===== src/soc_addr_pkg.sv =====
// boot memory address map, address types and physical address union
package soc_addr_pkg;

   localparam int PADDR_WIDTH     = 32;
   localparam int BRAM_ADDR_WIDTH = 16;    // 64 KB window
   localparam int LINE_OFFSET     = 3;     // 8 bytes per line
   localparam int LINE_IDX_WIDTH  = BRAM_ADDR_WIDTH - LINE_OFFSET;
   localparam int BRAM_LINES      = 2 ** LINE_IDX_WIDTH;

   typedef logic [PADDR_WIDTH-1:0]    paddr_t;
   typedef logic [LINE_IDX_WIDTH-1:0] line_idx_t;

   // crossbar style window rule, hit when (addr & ~mask) == base
   localparam paddr_t BRAM_BASE = 32'h0000_0000;
   localparam paddr_t BRAM_MASK = 32'h0000_ffff;

   typedef struct packed {
      logic [PADDR_WIDTH-BRAM_ADDR_WIDTH-1:0] tag;    // window select bits
      line_idx_t                              line;
      logic [LINE_OFFSET-1:0]                 offset; // byte within line
   } paddr_fields_t;

   // same address word, flat or split into window fields
   typedef union packed {
      paddr_t        raw;
      paddr_fields_t fields;
   } paddr_u;

endpackage


===== src/soc_bus_pkg.sv =====
// single-word bus request, response, stage structs and response codes
package soc_bus_pkg;

   localparam int DATA_WIDTH = 64;
   localparam int STRB_WIDTH = DATA_WIDTH / 8;

   typedef logic [DATA_WIDTH-1:0] data_t;
   typedef logic [STRB_WIDTH-1:0] strb_t;

   typedef enum logic [1:0] {
      RESP_OKAY   = 2'b00,
      RESP_DECERR = 2'b11     // nothing mapped at this address
   } resp_e;

   typedef struct packed {
      soc_addr_pkg::paddr_t addr;
      logic                 we;
      data_t                wdata;
      strb_t                wstrb;
   } mem_req_t;

   typedef struct packed {
      data_t rdata;
      resp_e resp;
   } mem_rsp_t;

   // decode to bram stage
   typedef struct packed {
      logic                    valid;
      logic                    hit;
      soc_addr_pkg::line_idx_t line;
      logic                    we;
      data_t                   wdata;
      strb_t                   wstrb;
   } dec_req_t;

   // bram to response stage
   typedef struct packed {
      logic  valid;
      logic  hit;
      logic  we;
      data_t rdata;
   } exe_rsp_t;

endpackage


===== src/mem_addr_decode.sv =====
// request capture from the req/ack handshake and BRAM window decode
`timescale 1ns/1ps

module mem_addr_decode (
   input  logic                  mig_clk,
   input  logic                  rst_n_i,
   input  logic                  req_i,
   input  soc_bus_pkg::mem_req_t mem_req_i,
   output soc_bus_pkg::dec_req_t dec_o
);
   import soc_addr_pkg::*;
   import soc_bus_pkg::*;

   typedef enum logic {
      IDLE,
      WAIT_LOW
   } state_e;

   state_e    state_q;
   logic      accept;
   paddr_u    addr_u;
   logic      hit;
   logic      dec_vld_q;
   logic      hit_q;
   line_idx_t line_q;
   logic      we_q;
   data_t     wdata_q;
   strb_t     wstrb_q;

   assign accept = (state_q == IDLE) && req_i; // one capture per req phase

   always_comb begin
      addr_u.raw = mem_req_i.addr;
      hit        = (addr_u.raw & ~BRAM_MASK) == BRAM_BASE;
   end

   always_ff @(posedge mig_clk or negedge rst_n_i) begin
      if (!rst_n_i) begin
         state_q   <= IDLE;
         dec_vld_q <= 1'b0;
      end else begin
         dec_vld_q <= accept;  // single cycle pulse
         if (accept) begin
            state_q <= WAIT_LOW;
         end else if (!req_i) begin
            state_q <= IDLE;
         end
      end
   end

   always_ff @(posedge mig_clk) begin
      if (accept) begin
         hit_q   <= hit;
         line_q  <= addr_u.fields.line;
         we_q    <= mem_req_i.we;
         wdata_q <= mem_req_i.wdata;
         wstrb_q <= mem_req_i.wstrb;
      end
   end

   always_comb begin
      dec_o.valid = dec_vld_q;
      dec_o.hit   = hit_q;
      dec_o.line  = line_q;
      dec_o.we    = we_q;
      dec_o.wdata = wdata_q;
      dec_o.wstrb = wstrb_q;
   end

endmodule


===== config.mk =====
export PLATFORM = sky130hd
export DESIGN_NAME = mem_addr_decode
export DESIGN_NICKNAME = d
export VERILOG_FILES = /design/src/soc_addr_pkg.sv /design/src/soc_bus_pkg.sv /design/src/mem_addr_decode.sv
export SDC_FILE = /design/constraint.sdc
export NUM_CORES = 1
export LEC_CHECK = 0
export BUFFER_PORTS_ARGS = -buffer_cell sky130_fd_sc_hd__clkbuf_2
export CAP_MARGIN = 40
export CORE_ASPECT_RATIO = 0.9
export CORE_UTILIZATION = 43
export DETAILED_ROUTE_END_ITERATION = 10
export PLACE_DENSITY_LB_ADDON = 0.2
export SLEW_MARGIN = 5
export SYNTH_ARGS = -nofsm -noshare
export SYNTH_HDL_FRONTEND = slang
export SYNTH_SLANG_ARGS = --single-unit

===== constraint.sdc =====
create_clock -name mig_clk -period 11 [get_ports mig_clk]
set_clock_uncertainty 0.15 [all_clocks]
set_input_delay 0.55 -clock mig_clk [delete_from_list [all_inputs] [get_ports mig_clk]]
set_output_delay 0.55 -clock mig_clk [all_outputs]
set_load 0.01 [all_outputs]

==> impl_metrics.toml <==
[worst_setup_path]
rr_endpoint = "wstrb_q[5]"
start_kind = "flip-flop"
reg2reg_depth = 2
worstSetupPathType = "flip-flop to flip-flop"
rrSetupSlack_ns = 9.20
r2r-start = "state_q"
crit_start = "state_q"
crit_required_ns = 10.83
worstPathArrival_ns = 1.63
worstPathMaxFanout = 48
critPathCaptureType = "flip-flop"

[sta]
setup_viol = 0
drv_slew = 0
maxSlewHeadroom = 0.6051
period_share = 0.1635
finalHoldViolCount = 0
holdWs_ns = 0.1861
worstMarginPinSlew_ns = 0.5923
max_freq_mhz = 555.9
rsz0062_at_grt = "false"
period_minus_slack_ns = 1.799
tns_ns = 0

[run_status]
outcome = "finished clean"

[logic_synthesis]
synth_adder_area_share = 0
synth_compound_area_frac = 0
syn_nets = 207
synth_warnings = 0
synth_seq_area_share = 0.9757
syn_area_um2 = 2729
synth_mux_area_frac = 0
synth.distinct_cells = 7
synth-xor-area-share = 0
synth_top_family_by_area = "simple AND/OR/NAND/NOR gates"
avgSynthCellArea_um2 = 27.56
synth-seq-cells = 89
synth_cells = 99
synth-simple-area-share = 0.01467

[cts]
clockBufferDepth = 2
clk_latency_ns = 0.34
cts_buffers = 9
root_buffer = "clkbuf_8"
cts_resized = 0
cts_tree = "built"
clock_sinks = 89
clkTransAtPathRegs_ns = 0.08
htreeDepth = 3

[final_layout]
nFillCells = 472
area_growth_syn_to_layout_pct = 46.17
drive_gt1_frac = 0.6830
num_antenna_cells = 0
stdcell_area_um2 = 3989
fin_nets = 409

[global_route]
grt_busiest_layer = "met2"
antenna_found_initial = 0
grt_pass1_wl_um = 8114
grtUsageMet1 = 0.1514
met2_usage = 0.3048
gr-total-overflow = 0
grt_usage = 0.1729
grt_pass1_vias = 1725
grt_max_degree = 49
gr-usage-met3 = 0.1074

[place]
placed_area_um2 = 3807
portBuffers = 192
routabilityCongestion = 0.7485
hpwl_um = 4305

[floorplanning]
io_pins = 196
core-area_um2 = 6115
fp.dieW_um = 85.97
rows = 27
die_h_um = 77.58
initial_core_util = 0.4463
die_area_um2 = 6669

[detailed_routing]
vias_per_cell = 4.374
wl_per_cell_um = 14.37
routed_wl_um = 5649
ant_nets = 0
drt-pass1-iter-count = 6
drt_first_iter_violations = 75
drc = 0
num_vias = 1719

[worst_hold_path]
whs_path_depth = 1
min_path_type = "input pin to flip-flop"
holdPathEnd = "state_q"
hold_start = "req_i"

[power]
p_per_area_nw_per_um2 = 157.5
vdd_ir_drop_max_mv = 0.1099
p_leak_nw = 1.747

[job]
maxCapViolations = 0
## through the flow
step	std cells	setup slack [ns]	total power, mW	utilization
2_1_floorplan	99	5.934	0.4144	-
3_3_place_gp	375	8.270	0.4431	0.6194
3_5_place_dp	376	8.909	0.4455	0.6227
4_1_cts	393	9.177	0.6379	0.6523
5_1_grt	393	9.105	0.6546	0.6523
6_report	393	9.201	0.6282	0.6523
## worst max-delay path, cell delays in order (launching register included)
cell and delay (ns):
dfrtp_1 0.41, nor2b_4 0.30, buf_4 0.55
## report_power, final
part           switching [mW]  total (mW)  internal [mW]  leakage [nW]
clock network           0.110       0.191         0.0811        0.0765
logic                  0.0226      0.0451         0.0225         0.829
registers             0.00355       0.392          0.388         0.842
## registers in the layout (all words and copies together), names as in the netlist
signal and count:
wdata_q 64, line_q 13, wstrb_q 8, dec_vld_q 1, hit_q 1, state_q 1
we_q 1
## synth_stat cells
master	n	area (um2)
edfxtp_1	87	2613
nor4_1	4	25.02
and4_1	1	8.760
buf_4	3	22.52
nor2b_1	1	6.260
clkbuf_1	1	3.750
dfrtp_1	2	50.05
## area by class of cell
cell class,instances,area [um2],area share
clock buffers,9,123.9,0.03105
flip-flops and latches,89,2663,0.6675
multi-input cells,6,47.55,0.01192
clock inverters,7,47.55,0.01192
well taps,87,108.9,0.02729
repair buffers,195,998.5,0.2503
## cell families after synthesis
family        after synthesis
simple gates                6
flops                      89
buf+inv                     4
## how the worst max path moves through the flow
stage / to / slack (ns) / cells past startpoint
final: wstrb_q[5] / 9.20 / 2
after CTS: wdata_q[24] / 9.18 / 2
after global placement: line_q[5] / 8.27 / 3
after detailed placement: wdata_q[41] / 8.91 / 3
after global routing: wstrb_q[5] / 9.11 / 2
after floorplan: hit_q / 5.93 / 1
## placed cells by master, fill, tap and decap left out
| master | count |
|---|---|
| clkbuf_2 | 192 |
| edfxtp_1 | 87 |
| clkbuf_8 | 9 |
| nor4_1 | 4 |
| clkinvlp_4 | 3 |
| clkinv_4 | 2 |
| clkinv_1 | 2 |
| dfrtp_1 | 2 |
| and4_1 | 1 |
| nor2b_4 | 1 |
| dlygate4sd3_1 | 1 |
| buf_12 | 1 |
| buf_4 | 1 |
## layer usage
layer / share of wire / routed length (um)
met1: 0.32 / 1827
met2: 0.52 / 2929
met3: 0.15 / 831
met4: 0.011 / 61
met5: 0 / 0
## repair_timing
action | CTS | global route
setup buffers | 0 | 0
hold endpoints to repair | 2 | 0
endpoints found under the setup margin | 0 | 0
hold buffers | 1 | 0
(Power assumes the default switching activity.)
