`src/soc_addr_pkg.sv`:
```
// boot memory address map, address types and physical address union
package soc_addr_pkg;

   localparam int PADDR_WIDTH     = 32;
   localparam int BRAM_ADDR_WIDTH = 16;    // 64 KB window
   localparam int LINE_OFFSET     = 3;     // 8 bytes per line
   localparam int LINE_IDX_WIDTH  = BRAM_ADDR_WIDTH - LINE_OFFSET;
   localparam int BRAM_LINES      = 2 ** LINE_IDX_WIDTH;

   typedef logic [PADDR_WIDTH-1:0]    paddr_t;
   typedef logic [LINE_IDX_WIDTH-1:0] line_idx_t;

   // crossbar style window rule, hit when (addr & ~mask) == base
   localparam paddr_t BRAM_BASE = 32'h0000_0000;
   localparam paddr_t BRAM_MASK = 32'h0000_ffff;

   typedef struct packed {
      logic [PADDR_WIDTH-BRAM_ADDR_WIDTH-1:0] tag;    // window select bits
      line_idx_t                              line;
      logic [LINE_OFFSET-1:0]                 offset; // byte within line
   } paddr_fields_t;

   // same address word, flat or split into window fields
   typedef union packed {
      paddr_t        raw;
      paddr_fields_t fields;
   } paddr_u;

endpackage

```
`src/soc_bus_pkg.sv`:
```
// single-word bus request, response, stage structs and response codes
package soc_bus_pkg;

   localparam int DATA_WIDTH = 64;
   localparam int STRB_WIDTH = DATA_WIDTH / 8;

   typedef logic [DATA_WIDTH-1:0] data_t;
   typedef logic [STRB_WIDTH-1:0] strb_t;

   typedef enum logic [1:0] {
      RESP_OKAY   = 2'b00,
      RESP_DECERR = 2'b11     // nothing mapped at this address
   } resp_e;

   typedef struct packed {
      soc_addr_pkg::paddr_t addr;
      logic                 we;
      data_t                wdata;
      strb_t                wstrb;
   } mem_req_t;

   typedef struct packed {
      data_t rdata;
      resp_e resp;
   } mem_rsp_t;

   // decode to bram stage
   typedef struct packed {
      logic                    valid;
      logic                    hit;
      soc_addr_pkg::line_idx_t line;
      logic                    we;
      data_t                   wdata;
      strb_t                   wstrb;
   } dec_req_t;

   // bram to response stage
   typedef struct packed {
      logic  valid;
      logic  hit;
      logic  we;
      data_t rdata;
   } exe_rsp_t;

endpackage

```
`src/resp_collect.sv`:
```
// response coding and the ack side of the four-phase handshake
`timescale 1ns/1ps

module resp_collect (
   input  logic                  mig_clk,
   input  logic                  rst_n_i,
   input  logic                  req_i,
   input  soc_bus_pkg::exe_rsp_t exe_i,
   output logic                  ack_o,
   output soc_bus_pkg::mem_rsp_t mem_rsp_o
);
   import soc_bus_pkg::*;

   mem_rsp_t rsp_d;

   // only hit reads carry data back
   always_comb begin
      rsp_d.resp  = exe_i.hit ? RESP_OKAY : RESP_DECERR;
      rsp_d.rdata = (exe_i.hit && !exe_i.we) ? exe_i.rdata : '0;
   end

   always_ff @(posedge mig_clk or negedge rst_n_i) begin
      if (!rst_n_i) begin
         ack_o     <= 1'b0;
         mem_rsp_o <= '0;
      end else begin
         if (exe_i.valid) begin
            ack_o     <= 1'b1;
            mem_rsp_o <= rsp_d;
         end else if (!req_i) begin
            ack_o <= 1'b0;      // requester has released
         end
      end
   end

endmodule

```
`config.mk`:
```
export PLATFORM = sky130hd
export DESIGN_NAME = resp_collect
export DESIGN_NICKNAME = d
export VERILOG_FILES = /design/src/soc_addr_pkg.sv /design/src/soc_bus_pkg.sv /design/src/resp_collect.sv
export SDC_FILE = /design/constraint.sdc
export NUM_CORES = 1
export LEC_CHECK = 0
export ABC_AREA = 1
export ABC_CLOCK_PERIOD_IN_PS = 800
export BUFFER_PORTS_ARGS = -buffer_cell sky130_fd_sc_hd__buf_4
export CAP_MARGIN = 20
export CORE_UTILIZATION = 48
export CTS_CLUSTER_DIAMETER = 200
export DETAILED_ROUTE_END_ITERATION = 8
export GPL_ROUTABILITY_DRIVEN = 0
export PLACE_DENSITY = 0.92
export SKIP_CTS_REPAIR_TIMING = 1
export SLEW_MARGIN = 20
export SYNTH_ARGS = -nofsm -noshare
export SYNTH_HDL_FRONTEND = slang
export SYNTH_SLANG_ARGS = --single-unit
```
`constraint.sdc`:
```
create_clock -name mig_clk -period 0.8 [get_ports mig_clk]
set_input_delay 0.08 -clock mig_clk [delete_from_list [all_inputs] [get_ports mig_clk]]
set_output_delay 0.08 -clock mig_clk [all_outputs]
set_load 0.005 [all_outputs]
```
==> results of run 1 <==
==> registers in the layout, indices dropped and copies added (netlist names) <==
signal,cells
mem_rsp_o,65
ack_o,1
==> stage by stage <==
stage | area (um2) | worst slack, ns | setup TNS [ns] | utilization (%) | hold WS [ns]
after floorplan | 3180 | 0.0449 | 0 | - | -0.216
after global placement | 4260 | 0.0299 | 0 | 66.7 | 0.105
after detailed placement | 4260 | -0.0188 | -0.0359 | 66.7 | 0.109
final | 4950 | -0.169 | -7.99 | 77.6 | 0.0396
after global routing | 4950 | -0.211 | -10.70 | 77.6 | 0.0340
after CTS | 4460 | -0.179 | -9.68 | 69.9 | -0.251
==> kinds of logic after synthesis <==
kind of cell	after synthesis	share of synthesized area [%]
flops	66	52.0
buf+inv	89	14.2
simple gates	262	33.8
==> worst min-delay path: stages <==
cell and delay, ns:
buf_4 0.07, nand2_1 0.04, inv_1 0.04, nand2_1 0.04
nand2_1 0.05
==> per-layer routing <==
layer | track usage, % | wire, um | part of all wire (%)
met1 | 26.5 | 3390 | 40
met2 | 41.7 | 4530 | 54
met3 | 4.37 | 358 | 4.2
met4 | 8.46 | 183 | 2.2
met5 | 0 | 0 | 0
==> Yosys cell counts <==
cell type	number	area share [%]
nand2_1	222	26
dfrtp_1	66	52
inv_1	64	7.6
nand2_2	30	5.9
buf_2	10	1.6
nor2_1	9	1.1
buf_4	4	0.94
buf_6	4	1.4
buf_12	3	1.9
inv_2	3	0.35
buf_8	1	0.47
nor2_8	1	0.63
==> final cells by class <==
class	instances	area [um2]	share of cell area, %
Tap cell	77	96.3	1.94
Sequential cell	66	1650	33.3
Inverter	67	251	5.08
Timing Repair Buffer	178	1670	33.8
Clock inverter	2	35.0	0.707
Multi-Input combinational cell	262	1080	21.7
Clock buffer	13	169	3.41
==> how the worst max path moves through the flow <==
stage | startpoint | to | cells past startpoint
5_1_grt | mem_rsp_o[0]$_DFFE_PN0P_ | mem_rsp_o[1] | 1
3_3_place_gp | exe_i[64] | mem_rsp_o[3]$_DFFE_PN0P_ | 5
2_1_floorplan | exe_i[66] | mem_rsp_o[38]$_DFFE_PN0P_ | 7
3_5_place_dp | exe_i[64] | mem_rsp_o[11]$_DFFE_PN0P_ | 5
6_report | mem_rsp_o[0]$_DFFE_PN0P_ | mem_rsp_o[1] | 1
4_1_cts | mem_rsp_o[0]$_DFFE_PN0P_ | mem_rsp_o[1] | 1
==> power by group through the flow <==
| stage | registers (mW) | clock network (mW) | logic (mW) |
|---|---|---|---|
| 5_1_grt | 3.69 | 3.07 | 1.65 |
| 6_report | 3.68 | 2.83 | 1.51 |
| 3_5_place_dp | 3.70 | 0 | 1.26 |
| 3_3_place_gp | 3.69 | 0 | 1.22 |
| 2_1_floorplan | 3.70 | 0 | 0.519 |
| 4_1_cts | 3.64 | 2.88 | 1.26 |
==> results.json, run 1 <==
{
  "viasPerCell": 4.60,
  "critPathBufInv": 1,
  "port-buffer-count": 136,
  "fin_crit_ns": 0.969,
  "critPathKind": "flop to output port",
  "leakage_nw": 3.18,
  "reg2reg_to": "mem_rsp_o[0]$_DFFE_PN0P_",
  "hold_depth": 5,
  "synth_area_um2": 3180,
  "timing.fmax_mhz": 1030,
  "critPathSlowestCell": "dfrtp_1",
  "cts.sinks": 66,
  "drive_above_1_share_pct": 38.3,
  "setup_viol": 67,
  "die_h_um": 83.4,
  "cp_data_required_time_ns": 0.72,
  "synth-seq-cells": 66,
  "worstSkewPairLatency_ns": 0.32,
  "die_w_um": 83.4,
  "pwr-share-seq_pct": 45.9,
  "violations": "negative setup slack",
  "holdPathEnd": "mem_rsp_o[20]$_DFFE_PN0P_",
  "grt_usage_pct": 22.8,
  "postSynthAreaPerCell_um2": 7.62,
  "r2r_slack_ns": 0.01,
  "switchingPower_mw": 1.94,
  "antenna_cells": 0,
  "ys_warn_count": 0,
  "cts_buffer_depth": 2,
  "p_int_mw": 6.08,
  "timing.critical_path.arrival_ns": 0.89,
  "postLayoutSetupSlackWorst_ns": -0.169,
  "clkPwrFrac_pct": 35.3,
  "ios": 137,
  "num_vias": 3060,
  "synth_cells": 417,
  "min-delay-start": "exe_i[18]",
  "path_max_fanout": 3,
  "final_cell_mix": "nand2_1, buf_4, dfrtp_1",
  "syn2layout_area_growth_pct": 55.9,
  "status": "finished, violations left",
  "hpwlAfterDp_um": 5440,
  "rsz0062_at_grt": "yes",
  "antenna_found_initial": 0,
  "ff2ff_path_depth": 3,
  "final_antenna_net_count": 0,
  "grt_pass1_wl_um": 12800,
  "ys_types": 12,
  "combPwrFrac_pct": 18.8,
  "core_um2": 6390,
  "max-cap-violations": 0,
  "startpoint_type": "flop",
  "layout.cells.non_filler": 665,
  "nets": 654,
  "hold_path_class": "input pin to flop",
  "clk_pin_slew_ns": 0.07,
  "h-tree-depth": 3,
  "ir_drop_v": 0.00122,
  "worst_pin_slew_ns": 0.362,
  "syn_nets": 487,
  "clock-skew-final_ns": 0,
  "final_common_cell": "nand2_1",
  "rows": 29,
  "finalHoldViolations": 0,
  "cp_cell_sequence": "buf_4",
  "slew_headroom_pct": 75.8,
  "drv_slew": 0,
  "cts_tree": "built",
  "slowest_delay_ns": 0.42,
  "synth_seq_area_share_pct": 52.0,
  "drt-initial-drc-count": 78,
  "critPathTopFamily": "flip-flops",
  "gr-total-overflow": 0,
  "wl_per_cell_um": 12.7,
  "grt_pass1_vias": 2929,
  "grt_start_max_net_pins": 67,
  "drc": 0,
  "dr.pass1.iters": 4,
  "fin_crit_sh_pct": 121,
  "switching_share_pct": 24.2,
  "dp.cells": 618,
  "timing.rr.start": "mem_rsp_o[0]$_DFFE_PN0P_",
  "endpoint_kind": "output port",
  "start_util_pct": 49.8,
  "drt_wl_total_um": 8460,
  "die-area_um2": 6950,
  "cts_root_buf": "clkbuf_8",
  "power_density_nw_per_um2": 1620,
  "finalPower_mw": 8.02,
  "fillCellCount": 425,
  "cts-buffers-inserted": 9
}
No activity file was read; power rests on OpenSTA's default activity.
==> inputs of run 2 (changes only) <==
--- a/config.mk
+++ b/config.mk
@@ -9,6 +9,7 @@
 export ABC_CLOCK_PERIOD_IN_PS = 800
 export BUFFER_PORTS_ARGS = -buffer_cell sky130_fd_sc_hd__buf_4
 export CAP_MARGIN = 20
+export CORE_MARGIN = 4
 export CORE_UTILIZATION = 48
 export CTS_CLUSTER_DIAMETER = 200
 export DETAILED_ROUTE_END_ITERATION = 8
==> results.json, run 2 (same netlist as run 1, synthesis figures left out) <==
{
  "syn2layout_area_growth_pct": 54.0,
  "hpwlAfterDp_um": 5750,
  "clkPwrFrac_pct": 31.8,
  "ios": 137,
  "crit_end": "mem_rsp_o[0]",
  "power_density_nw_per_um2": 1550,
  "p_int_mw": 5.65,
  "endpoint_kind": "output port",
  "clk_pin_slew_ns": 0.07,
  "drv_slew": 0,
  "gr-total-overflow": 0,
  "grt_usage_pct": 20.1,
  "fillCellCount": 418,
  "status": "finished, violations left",
  "slew_headroom_pct": 76.3,
  "slowest_delay_ns": 0.41,
  "pwr-share-seq_pct": 48.6,
  "critPathSlowestCell": "dfrtp_1",
  "cp_cell_sequence": "buf_4",
  "grt_pass1_vias": 2797,
  "num_vias": 3023,
  "cts_root_buf": "clkbuf_8",
  "timing.fmax_mhz": 1040,
  "largest-register": "mem_rsp_o",
  "critPathTopFamily": "flip-flops",
  "cts_tree": "built",
  "path_max_fanout": 3,
  "grt_start_max_net_pins": 67,
  "h-tree-depth": 3,
  "cp_data_required_time_ns": 0.72,
  "antenna_cells": 0,
  "startpoint_type": "flop",
  "timing.critical_path.arrival_ns": 0.88,
  "rows": 29,
  "max-cap-violations": 0,
  "setup_viol": 67,
  "die_w_um": 89.4,
  "switchingPower_mw": 1.92,
  "rsz0062_at_grt": "yes",
  "timing.rr.start": "mem_rsp_o[42]$_DFFE_PN0P_",
  "final_common_cell": "nand2_1",
  "combPwrFrac_pct": 19.6,
  "cts.sinks": 66,
  "antenna_found_initial": 0,
  "clock-skew-final_ns": 0,
  "nets": 651,
  "dr.pass1.iters": 4,
  "reg2reg_to": "mem_rsp_o[42]$_DFFE_PN0P_",
  "largest_register_ffs": 65,
  "drc": 0,
  "leakage_nw": 3.16,
  "final_antenna_net_count": 0,
  "worstSetupStartpoint": "mem_rsp_o[0]$_DFFE_PN0P_",
  "switching_share_pct": 25.4,
  "violations": "negative setup slack",
  "cts-buffers-inserted": 9,
  "drt-initial-drc-count": 140,
  "cts_buffer_depth": 2,
  "cp.depth": 1,
  "fin_tns_setup_ns": -7.77,
  "largestRegisters": "mem_rsp_o x65, ack_o x1",
  "worstSkewPairLatency_ns": 0.32,
  "port-buffer-count": 136,
  "die_h_um": 89.4,
  "final_cell_mix": "nand2_1, buf_4, dfrtp_1",
  "drive_above_1_share_pct": 37.8,
  "grt_pass1_wl_um": 12500,
  "core_um2": 6390,
  "finalHoldViolations": 0,
  "drt_wl_total_um": 8600,
  "critPathKind": "flop to output port",
  "die-area_um2": 7990,
  "worst_pin_slew_ns": 0.355,
  "postLayoutSetupSlackWorst_ns": -0.162,
  "start_util_pct": 49.8,
  "r2r_slack_ns": 0.02,
  "critPathBufInv": 1,
  "viasPerCell": 4.57,
  "fin_crit_ns": 0.962,
  "ff2ff_path_depth": 3,
  "wl_per_cell_um": 13.0,
  "fin_crit_sh_pct": 120,
  "hold_path_class": "input pin to flop",
  "ir_drop_v": 0.00100,
  "fin_hold_ws_ns": 0.0327
}
run 2: area by class of cell:
| type | count | area [um2] | share of cell area (%) |
|---|---|---|---|
| Clock inverter | 3 | 15.0 | 0.307 |
| Multi-Input combinational cell | 262 | 1070 | 22.0 |
| Tap cell | 77 | 96.3 | 1.97 |
| Timing Repair Buffer | 175 | 1650 | 33.7 |
| Clock buffer | 12 | 155 | 3.17 |
| Sequential cell | 66 | 1650 | 33.7 |
| Inverter | 67 | 251 | 5.14 |
run 2: worst min path at each step:
| stage | to | startpoint | cells past startpoint | slack, ns |
|---|---|---|---|---|
| after floorplan | ack_o$_DFFE_PN0P_ | rst_n_i | 0 | -0.22 |
| after global placement | mem_rsp_o[41]$_DFFE_PN0P_ | rst_n_i | 2 | 0.10 |
| after detailed placement | mem_rsp_o[41]$_DFFE_PN0P_ | rst_n_i | 2 | 0.11 |
| after CTS | mem_rsp_o[64]$_DFFE_PN0P_ | rst_n_i | 2 | -0.24 |
| after global routing | mem_rsp_o[14]$_DFFE_PN0P_ | exe_i[12] | 5 | 0.03 |
| final | mem_rsp_o[9]$_DFFE_PN0P_ | exe_i[7] | 5 | 0.03 |
run 2: metrics by stage:
step	instance area (um2)	setup slack (ns)	instances	util, %	power, mW
CTS	4410	-0.184	631	69.1	7.37
detailed placement	4240	0.00180	616	66.4	4.95
floorplan	3180	0.0449	417	-	4.22
global placement	4240	0.0450	616	66.4	4.91
finish	4890	-0.162	662	76.6	7.57
global route	4890	-0.219	662	76.6	7.96
run 2: power groups by stage:
| stage | Clock [mW] | Combinational [mW] | Sequential [mW] |
|---|---|---|---|
| 2_1_floorplan | 0 | 0.519 | 3.70 |
| 3_3_place_gp | 0 | 1.21 | 3.70 |
| 3_5_place_dp | 0 | 1.25 | 3.70 |
| 4_1_cts | 2.47 | 1.26 | 3.64 |
| 5_1_grt | 2.63 | 1.64 | 3.69 |
| 6_report | 2.41 | 1.49 | 3.68 |
run 2: metal layers:
layer,vias up,GRT usage (%),wire length [um]
met4,0,8.53,169
met2,105,33.9,4620
met1,1398,24.8,3260
met3,20,4.33,554
li1,1500,-,-
met5,-,0,0
